--- src/esp_reg_pkg.sv ---
package esp_reg_pkg;

    // Widths with a meaning on the ESP receive path and the register bank
    typedef logic [7:0]  esp_byte_t;            // One byte from the ESP32 parallel bus
    typedef logic [4:0]  reg_addr_t;            // Index into the 32 entry register bank
    typedef logic [31:0] reg_word_t;            // Register contents

    // One request toward the register file
    // Both the ESP receiver and the host port produce this, and the arbiter muxes it
    typedef struct packed {
        logic      we;                          // High for write, low for read
        reg_addr_t addr;                        // Target register
        reg_word_t wdata;                       // Write payload, ignored on reads
    } reg_req_t;                                // 38 bits in total

    // Receiver byte collection states
    typedef enum logic {
        RX_IDLE    = 1'b0,                      // No partial frame held
        RX_COLLECT = 1'b1                       // Between first and last byte of a frame
    } rx_state_t;

    // Bytes packed into one register word
    localparam int unsigned FRAME_BYTES = 4;    // First byte lands in the top byte lane

endpackage

--- src/esp_frame_rx.sv ---
`timescale 1ns/10ps

module esp_frame_rx import esp_reg_pkg::*; #(
    parameter reg_addr_t ESP_BASE_ADDR = 5'd1   // Lowest register of the rotating range
) (
    input  logic      clk,
    input  logic      nrst,
    input  logic      esp_cs,                   // Level, frames only while high
    input  esp_byte_t esp_data,                 // One byte per clock
    output reg_req_t  esp_req,                  // Always a write
    output logic      esp_req_valid             // One cycle strobe per full word
);

    localparam int unsigned CNT_W     = $clog2(FRAME_BYTES);
    localparam reg_addr_t   LAST_ADDR = '1;     // Top of the rotating range

    rx_state_t         state;
    rx_state_t         state_next;
    logic [CNT_W-1:0]  byte_cnt;                // Bytes already held in this frame
    logic [CNT_W-1:0]  byte_cnt_next;
    logic              frame_done;              // Last byte sampled on this edge
    reg_word_t         shift_reg;               // Assembled word, first byte ends up on top
    reg_addr_t         wr_addr;                 // Register for the next issued word
    reg_addr_t         wr_addr_next;

    // Byte counting FSM
    always_comb begin
        state_next    = state;
        byte_cnt_next = byte_cnt;
        frame_done    = 1'b0;
        if (!esp_cs) begin
            state_next    = RX_IDLE;            // Drop partial frame
            byte_cnt_next = '0;
        end else begin
            case (state)
                RX_IDLE: begin
                    state_next    = RX_COLLECT; // First byte of a frame
                    byte_cnt_next = CNT_W'(1);
                end
                RX_COLLECT: begin
                    if (byte_cnt == CNT_W'(FRAME_BYTES - 1)) begin
                        frame_done    = 1'b1;   // Fourth byte completes the word
                        state_next    = RX_IDLE;
                        byte_cnt_next = '0;
                    end else begin
                        byte_cnt_next = byte_cnt + CNT_W'(1);
                    end
                end
                default: begin
                    state_next    = RX_IDLE;
                    byte_cnt_next = '0;
                end
            endcase
        end
    end

    // Rotating address, wraps back to the base and never below it
    assign wr_addr_next = (wr_addr == LAST_ADDR) ? ESP_BASE_ADDR : wr_addr + 5'd1;

    always_ff @(posedge clk) begin
        if (!nrst) begin
            state         <= RX_IDLE;
            byte_cnt      <= '0;
            esp_req_valid <= 1'b0;
            wr_addr       <= ESP_BASE_ADDR;     // Start of the range
        end else begin
            state         <= state_next;
            byte_cnt      <= byte_cnt_next;
            esp_req_valid <= frame_done;        // Issue on the cycle after the last byte
            if (esp_req_valid) begin
                wr_addr <= wr_addr_next;        // Advance once the word has gone out
            end
        end
    end

    // Shift register, older bytes move toward the MSB
    always_ff @(posedge clk) begin
        if (esp_cs) begin
            shift_reg <= {shift_reg[23:0], esp_data};
        end
    end

    assign esp_req.we    = 1'b1;                // Receiver only writes
    assign esp_req.addr  = wr_addr;
    assign esp_req.wdata = shift_reg;           // Stable during the strobe cycle

    // A new word needs at least FRAME_BYTES edges, so strobes never touch
    a_strobe_single: assert property (@(posedge clk) disable iff (!nrst)
        esp_req_valid |=> !esp_req_valid)
        else $error("esp_req_valid high on two consecutive cycles");

    // Pointer never leaves the rotating range
    a_addr_range: assert property (@(posedge clk) disable iff (!nrst)
        wr_addr >= ESP_BASE_ADDR)
        else $error("ESP write address %0d below base %0d", wr_addr, ESP_BASE_ADDR);

endmodule

--- src/esp_reg_top.sv ---
`timescale 1ns/10ps

module esp_reg_top import esp_reg_pkg::*; #(
    parameter reg_addr_t ESP_BASE_ADDR = 5'd1   // First register of the ESP range
) (
    input  logic      clk,
    input  logic      nrst,
    input  logic      esp_cs,
    input  esp_byte_t esp_data,
    input  logic      host_req,
    input  logic      host_we,
    input  reg_addr_t host_addr,
    input  reg_word_t host_wdata,
    output reg_word_t host_rdata,
    output logic      host_done
);

    reg_req_t  esp_req;                         // Receiver write
    logic      esp_req_valid;
    reg_req_t  host_req_s;                      // Host pending command
    logic      host_req_valid;
    logic      host_grant;
    reg_req_t  bank_req;                        // Arbiter output
    logic      bank_en;
    reg_word_t bank_rdata;                      // Straight back to the host port

    esp_frame_rx #(
        .ESP_BASE_ADDR (ESP_BASE_ADDR)
    ) esp_frame_rx_inst (
        .clk           (clk),
        .nrst          (nrst),
        .esp_cs        (esp_cs),
        .esp_data      (esp_data),
        .esp_req       (esp_req),
        .esp_req_valid (esp_req_valid)
    );

    host_reg_port host_reg_port_inst (
        .clk            (clk),
        .nrst           (nrst),
        .host_req       (host_req),
        .host_we        (host_we),
        .host_addr      (host_addr),
        .host_wdata     (host_wdata),
        .host_rdata     (host_rdata),
        .host_done      (host_done),
        .host_req_s     (host_req_s),
        .host_req_valid (host_req_valid),
        .host_grant     (host_grant),
        .bank_rdata     (bank_rdata)
    );

    reg_bank_arbiter reg_bank_arbiter_inst (
        .esp_req        (esp_req),
        .esp_req_valid  (esp_req_valid),
        .host_req_s     (host_req_s),
        .host_req_valid (host_req_valid),
        .host_grant     (host_grant),
        .bank_req       (bank_req),
        .bank_en        (bank_en)
    );

    ext_reg_bank ext_reg_bank_inst (
        .clk        (clk),
        .nrst       (nrst),
        .bank_req   (bank_req),
        .bank_en    (bank_en),
        .bank_rdata (bank_rdata)
    );

endmodule

--- src/ext_reg_bank.sv ---
`timescale 1ns/10ps

module ext_reg_bank import esp_reg_pkg::*; (
    input  logic      clk,
    input  logic      nrst,
    input  reg_req_t  bank_req,                 // Arbitrated request
    input  logic      bank_en,                  // Access on this edge
    output reg_word_t bank_rdata                // Word read on the last enabled access
);

    localparam int unsigned NUM_REGS = 2 ** $bits(reg_addr_t);

    reg_word_t regs [NUM_REGS];                 // External register file

    // Storage, cleared to zero on reset
    always_ff @(posedge clk) begin
        if (!nrst) begin
            for (int i = 0; i < NUM_REGS; i++) begin
                regs[i] <= '0;
            end
        end else if (bank_en && bank_req.we) begin
            regs[bank_req.addr] <= bank_req.wdata;
        end
    end

    // Registered read, one cycle after the access
    always_ff @(posedge clk) begin
        if (bank_en) begin
            bank_rdata <= regs[bank_req.addr];  // Old contents on a write cycle
        end
    end

endmodule

--- src/host_reg_port.sv ---
`timescale 1ns/10ps

module host_reg_port import esp_reg_pkg::*; (
    input  logic      clk,
    input  logic      nrst,
    input  logic      host_req,                 // One cycle command strobe
    input  logic      host_we,
    input  reg_addr_t host_addr,
    input  reg_word_t host_wdata,
    output reg_word_t host_rdata,               // Valid while host_done is high
    output logic      host_done,                // One cycle end of command
    output reg_req_t  host_req_s,               // Pending request toward the arbiter
    output logic      host_req_valid,           // Held until granted
    input  logic      host_grant,
    input  reg_word_t bank_rdata                // Registered bank read data
);

    reg_req_t pend_req;                         // Latched host command
    logic     rd_wait;                          // Granted read, bank data arrives now
    logic     busy;

    assign busy = host_req_valid | rd_wait;     // Command still in flight

    // Control flags
    always_ff @(posedge clk) begin
        if (!nrst) begin
            host_req_valid <= 1'b0;
            rd_wait        <= 1'b0;
            host_done      <= 1'b0;
        end else begin
            host_done <= 1'b0;                  // Pulse by default
            rd_wait   <= 1'b0;
            if (host_req) begin
                host_req_valid <= 1'b1;         // Raise request next cycle
            end else if (host_grant) begin
                host_req_valid <= 1'b0;         // Bank takes it on this edge
                if (pend_req.we) begin
                    host_done <= 1'b1;          // Write finishes right after grant
                end else begin
                    rd_wait   <= 1'b1;          // Wait for registered read data
                end
            end
            if (rd_wait) begin
                host_done <= 1'b1;              // Read data captured alongside
            end
        end
    end

    // Command payload
    always_ff @(posedge clk) begin
        if (host_req) begin
            pend_req.we    <= host_we;
            pend_req.addr  <= host_addr;
            pend_req.wdata <= host_wdata;
        end
    end

    // Read data capture, only after our own granted read
    always_ff @(posedge clk) begin
        if (rd_wait) begin
            host_rdata <= bank_rdata;
        end
    end

    assign host_req_s = pend_req;

    // Host must wait for host_done before the next command
    a_no_req_busy: assert property (@(posedge clk) disable iff (!nrst)
        host_req |-> !busy)
        else $error("host_req strobed while a command is in flight");

endmodule

--- src/reg_bank_arbiter.sv ---
`timescale 1ns/10ps

module reg_bank_arbiter import esp_reg_pkg::*; (
    input  reg_req_t esp_req,                   // ESP write, cannot be paused
    input  logic     esp_req_valid,
    input  reg_req_t host_req_s,                // Pending host command
    input  logic     host_req_valid,
    output logic     host_grant,                // Host request taken this cycle
    output reg_req_t bank_req,                  // Winning request to the bank
    output logic     bank_en
);

    // Fixed priority, the ESP stream always wins
    always_comb begin
        if (esp_req_valid) begin
            bank_req   = esp_req;
            bank_en    = 1'b1;
            host_grant = 1'b0;                  // Host holds its request
        end else begin
            bank_req   = host_req_s;
            bank_en    = host_req_valid;
            host_grant = host_req_valid;        // Bank is free for the host
        end
    end

    // No combinational path may grant the host over an ESP word
    always_comb begin
        a_grant_excl: assert final (!(host_grant && esp_req_valid))
            else $error("host granted during an ESP write");
    end

endmodule

--- config.mk ---
export PLATFORM = sky130hd
export DESIGN_NAME = esp_reg_top
export DESIGN_NICKNAME = d
export VERILOG_FILES = /design/src/esp_reg_pkg.sv /design/src/esp_frame_rx.sv /design/src/esp_reg_top.sv /design/src/ext_reg_bank.sv /design/src/host_reg_port.sv /design/src/reg_bank_arbiter.sv
export SDC_FILE = /design/constraint.sdc
export NUM_CORES = 1
export LEC_CHECK = 0
export BUFFER_PORTS_ARGS = -buffer_cell sky130_fd_sc_hd__clkbuf_2
export CORE_MARGIN = 4
export CORE_UTILIZATION = 55
export DETAILED_ROUTE_END_ITERATION = 7
export HOLD_SLACK_MARGIN = 0.06
export MAX_ROUTING_LAYER = met4
export PLACE_DENSITY = 0.77
export SLEW_MARGIN = 20
export SYNTH_ARGS = -nofsm -noshare
export SYNTH_HDL_FRONTEND = slang
export SYNTH_SLANG_ARGS = --single-unit
--- constraint.sdc ---
create_clock -name clk -period 7.09 [get_ports clk]
set_input_delay 2.127 -clock clk [delete_from_list [all_inputs] [get_ports clk]]
set_output_delay 2.127 -clock clk [all_outputs]
set_load 0.005 [all_outputs]
# Word-level counts from Yosys, hierarchy flattened
# Memory sizes are Yosys's and may differ from the RTL's. A register that Yosys moved wholly into a read port is not among the register bits.
# Cells that the tools add are included.
[op_classes]
muxes = 23
n_reduce_logical = 6
bitwise_logic = 3
addsub = 2
n_eq_ne = 2
[ops]
columns = ["op", "n"]
rows = [
  ["$mux 38", 1],
  ["$mux 32", 1],
  ["$reduce_or 32->1", 1],
  ["$mux 1", 16],
  ["$mux 5", 2],
  ["$add 5x1->5 const B", 1],
  ["$eq 5x5->1 const B", 1],
  ["$pmux 2 s2", 1],
  ["$not 1->1", 3],
  ["$reduce_and 3->1", 1],
  ["$reduce_or 3->1", 1],
  ["$add 2x1->2 const B", 1],
  ["$eq 2x2->1 const B", 1],
  ["$mux 2", 1],
  ["$pmux 1 s2", 1],
  ["$reduce_and 2->1", 1],
  ["$reduce_bool 2->1", 1],
  ["$logic_and 1x1->1", 1],
]
[word_totals]
elab_cells = 49
in_bits = 50
mem_count = 1
reg_bits = 114
ram_bits = 1024
out_inout_bits = 33
[memory_table]
columns = ["memory", "words", "width", "read_ports", "rd_clocked_by_memory_dff", "wr", "line", "text"]
rows = [
  ["ext_reg_bank_inst.regs", 32, 32, 1, 1, 32, "ext_reg_bank.sv:13", "reg_word_t regs [NUM_REGS];"],
]

# Logic depth before layout (Yosys ltp)
[logic_depth]
depth_word = 7
depth_mapped = 8
depth_no_buf = 7

# Hierarchy
# A second synthesis with hierarchy kept.
[unflattened]
cells_unflattened = 3561
hier_area_um2 = 51439.3
[by_module_without_submodules]
columns = ["module", "seq_area_each_um2", "area_per_inst_um2", "cells_each", "instances"]
rows = [
  ["ext_reg_bank", 31710.4, 47408.0, 3365, 1],
  ["host_reg_port", 2162.1, 2204.6, 79, 1],
  ["esp_frame_rx", 1141.1, 1341.3, 73, 1],
  ["reg_bank_arbiter", 0.0, 485.5, 44, 1],
]

# Worst setup path before layout
# No wires, ideal clock.
[synth_path]
path_type = "input to register"
startpoint = "input nrst"
endpoint = "memory ext_reg_bank_inst.regs[10][0] in the netlist's numbering, enable pin"
path_stages = 6
setup_slack_ps = 2931
t_arrival_ps = 3770
path_buffers = 2
required_time_ps = 6701
setup_ps = 389
cell_sequence = "clkbuf_1 o21ai_1 nor2_2 nand2_1 clkbuf_1 nand2_1"
[synth_rtl]
columns = ["element", "line", "text"]
rows = [
  ["start: declaration", "esp_reg_top.sv:7", "input logic nrst,"],
  ["end: declaration", "ext_reg_bank.sv:13", ""],
]

# Worst setup path in the final report
[layout_path]
startpoint = "register esp_frame_rx_inst.esp_req_valid"
endpoint = "register ext_reg_bank_inst.bank_rdata[15], read port of ext_reg_bank_inst.regs, data pin"
[layout_between]
elab_chain_len = 1
word_cells_on_any_way = 2
classes_between = "mux (2)"
[layout_lines]
columns = ["element", "line", "text"]
rows = [
  ["start: declaration", "esp_frame_rx.sv:11", "output logic esp_req_valid"],
  ["start signal: assignment", "esp_frame_rx.sv:69", "esp_req_valid <= frame_done;"],
  ["$mux 38 / $mux 1 (equally long branches)", "reg_bank_arbiter.sv:15", "if (esp_req_valid) begin"],
  ["end: declaration", "ext_reg_bank.sv:8", "output reg_word_t bank_rdata"],
]
# Several ways; a longest one is shown, not always the timed one.
# A chain may end at the register's enable or synchronous reset.

==> results.md <==
- Status: finished, final reports clean
- Clk buf depth: 3
- Worst VDD drop: about 0.27 mV
- Routability congestion estimate: 0.910
- CTS hold repair buffers: 0
- WP buf/inv: 1
- NetSw: 3.46 mW
- Nets: between 3k and 4k
- Syn avg cell area: 13.7 sq um
- Fin cells: 4803
- Area of the mapped netlist: about 49000 sq um
- Measured slew at the worst slew-check pin: 1.33 ns
- Net Count, Synth: about 3.6k
- Post-Place Cells: 4581
- Critical path class: reg2reg
- Synthesized netlist cell count: 3557
- Final Max Slew Viols: 0
- Final number of setup-violating endpoints: 0
- Hold crit path type: reg2reg
- Pwr Density: 273 nW/um^2
- Num CTS Buffers: around 110
- Core region area: 87400 sq um
- Detailed-route DRC error count: 0
- Slew HR: 10.8%
- RSZ-0062 raised after global routing: false
- Detail Route Antenna Nets: 0
- Largest net degree at the start of global routing: 99
- IO Pins: 83
- Final setup TNS: 0 ns
- Clk_lat worst skew: 0.71 ns
- F_max: 0.238 GHz
- Minimum period implied by the final worst setup slack: 4.21 ns
- Layout cells sized above 1: 12.6%
- Router iterations before antenna repair: 8
- Synth-to-Final Area Change: 11.4%
- Grt total ovfl: 0
- Post-DP HPWL: 81900 um
- Comb pwr share: 7.2%
- Reg with most FFs: ext_reg_bank_inst.regs
- CP Capture Type: register
- H-Tree Depth: 3
- First-pass GRT wire length: 196000 um
- Initial antenna violation count: 8
- Lkg Pwr: between 20 and 25 nW
- Final Skew: 0.0311 ns
- Worst-path fanout max: 98
- Required time of the critical path: 7.47 ns
- Row count: 108
- Fin. Hold Viols: 0
- # port buffers: just over 80
- Hold Path Origin: ext_reg_bank_inst.bank_rdata[30]$_DFFE_PN_
- Register area share after synthesis: around 72%
- Routed WL: 136000 um
- Worst setup startpoint: esp_frame_rx_inst.esp_req_valid$_SDFF_PN0_
- Reg-to-reg startpoint: esp_frame_rx_inst.esp_req_valid$_SDFF_PN0_
- Root buf cell: clkbuf_16
- Kind of cell adding the most delay to the critical path: simple AND/OR/NAND/NOR gates
- Clock network power share: around two fifths
- Die Area: 93500 sq um
- Synth unique cells: 35
- Tcrit/Tclk final: 59.4%
- Routed vias: 30.7k
- Flops & latches, synth: 1170
- Sw Ratio: 23.3%
- Starting Density: about 56%
- Global Route Usage Sum: between 20 and 30%
- Mean routed wirelength per cell: 28.2 um
- Crit-path slowest cell: nor4_1
- DR vias/cell: 6.39
- Max FFs per register: 1024
- Pint: 11.4 mW
- Layout filler cell count: 6215
- Flop pwr share: 53.2%
- Clock Sinks: 1170
- Post-CTS Setup Inserts: 0
- Vias in the first global route: 29.5k
- Initial DRC Count: 4837
- CTS tree: done
- Chip width: 306 um
- Max incr delay on CP: approximately 1.0 ns
- Die Y: 306 um
- Max-cap violation count: 0
- Critical path arrival: 4.59 ns
- PostCTS Resize Cnt: 0
- Chain of cells forming the critical path: mux2_8 > buf_12 > mux2i_1 > o22ai_1 > nor4_1 > nand2_1
- Clock-pin slew on the worst setup and hold paths: around 0.06 ns
- YS warnings: 0
- Startpoint types: register
## cells in the final DEF (no fill, tap or decap), types with 16 or more instances in the layout
| cell type | netlist | routed |
|---|---|---|
| clkbuf_1 | 173 | 27 |
| edfxtp_1 | 1158 | 1158 |
| o22ai_1 | 256 | 256 |
| clkinv_1 | 0 | 26 |
| clkinv_2 | 0 | 29 |
| nand2_1 | 102 | 65 |
| mux2i_4 | 0 | 32 |
| buf_4 | 14 | 93 |
| nor2_1 | 1026 | 1026 |
| o21ai_4 | 0 | 16 |
| nor4_1 | 65 | 57 |
| mux2i_1 | 546 | 514 |
| clkbuf_16 | 0 | 115 |
| clkbuf_2 | 0 | 82 |
| nand2_2 | 0 | 37 |
## synthesized netlist by cell type (all sizes together)
library cell	n	area [sq um]
nor4bb	5	50.1
a21oi	4	20.0
nor2b	7	43.8
edfxtp	1158	34800
nand3	1	5.00
nor2	1030	3880
o22ai	256	1600
and4	1	8.76
nor4b	5	50.0
or2	9	56.3
and4b	5	50.1
and2	2	12.5
nand4bb	1	11.3
and3	2	12.5
mux2i	547	5480
ha	3	37.5
nand2b	1	6.26
a21boi	2	15.0
and4bb	2	25.0
o21ai	22	121
nor3b	1	7.51
mux2	2	30.0
nand2	102	383
nor4	65	407
dfxtp	12	240
inv	1	3.75
buf	138	820
clkbuf	173	649
## stage by stage
| step | setup slack (ns) | total power [mW] | hold slack, ns | util (%) | cell area (sq um) |
|---|---|---|---|---|---|
| floorplan | 2.93 | 8.60 | 0.400 | - | 48800 |
| global placement | 1.98 | 9.04 | 0.401 | 57.9 | 50600 |
| detailed placement | 1.99 | 9.07 | 0.405 | 58.0 | 50700 |
| CTS | 2.71 | 14.8 | 0.408 | 62.1 | 54300 |
| global route | 2.83 | 15.2 | 0.418 | 62.2 | 54300 |
| finish | 2.88 | 14.8 | 0.405 | 62.2 | 54300 |
## power by group through the flow
stage	sequential, mW	combinational, mW	clock (mW)
floorplan	7.99	0.610	0
global placement	8.02	1.02	0
detailed placement	8.03	1.03	0
CTS	7.89	1.04	5.89
global route	7.90	1.09	6.19
finish	7.89	1.07	5.87
## worst register-to-register path: stages, from the launching register on
cell and delay, ns:
dfxtp_4 0.69, mux2_8 0.73, buf_12 0.61, mux2i_1 0.42, o22ai_1 0.19, nor4_1 1.04
nand2_1 0.20
## path summary, 6_finish.rpt
path,cells past startpoint,slack (ns),end
setup reg to reg,6,2.88,ext_reg_bank_inst.bank_rdata[15]$_DFFE_PN_
setup / recovery,6,2.88,ext_reg_bank_inst.bank_rdata[15]$_DFFE_PN_
hold / removal,0,0.40,host_reg_port_inst.host_rdata[30]$_DFFE_PP_
hold reg to reg,0,0.40,host_reg_port_inst.host_rdata[30]$_DFFE_PP_
## per-layer routing
layer / wire [um] / track usage, %
met4: 5990 / 11.0
met3: 18300 / 6.68
met2: 63300 / 45.0
met5: 0 / -
met1: 48100 / 39.3
## cell families (layout without fill, tap and decap cells)
group           after synthesis  count (layout)  synth area share, %
simple gates               1239            1239                 10.3
flops                      1170            1170                 71.8
mux                         549             549                 11.3
buf+inv                     312             395                 3.02
compound gates              284             284                 3.60
fa+ha+maj                     3               3               0.0769
other cells                   0               8                    0
## cell type report
type / instances / area, sq um / share of cell area [%]
clock buffer: 142 / 2980 / 5.48
multi-input combinational: 2075 / 13000 / 24.0
antenna: 8 / 20.0 / 0.0368
tap: 1155 / 1450 / 2.66
timing repair buffer: 180 / 1210 / 2.22
inverter: 1 / 3.75 / 0.00691
clock inverter: 72 / 624 / 1.15
sequential: 1170 / 35000 / 64.4
No activity file was read; power rests on OpenSTA's default activity.
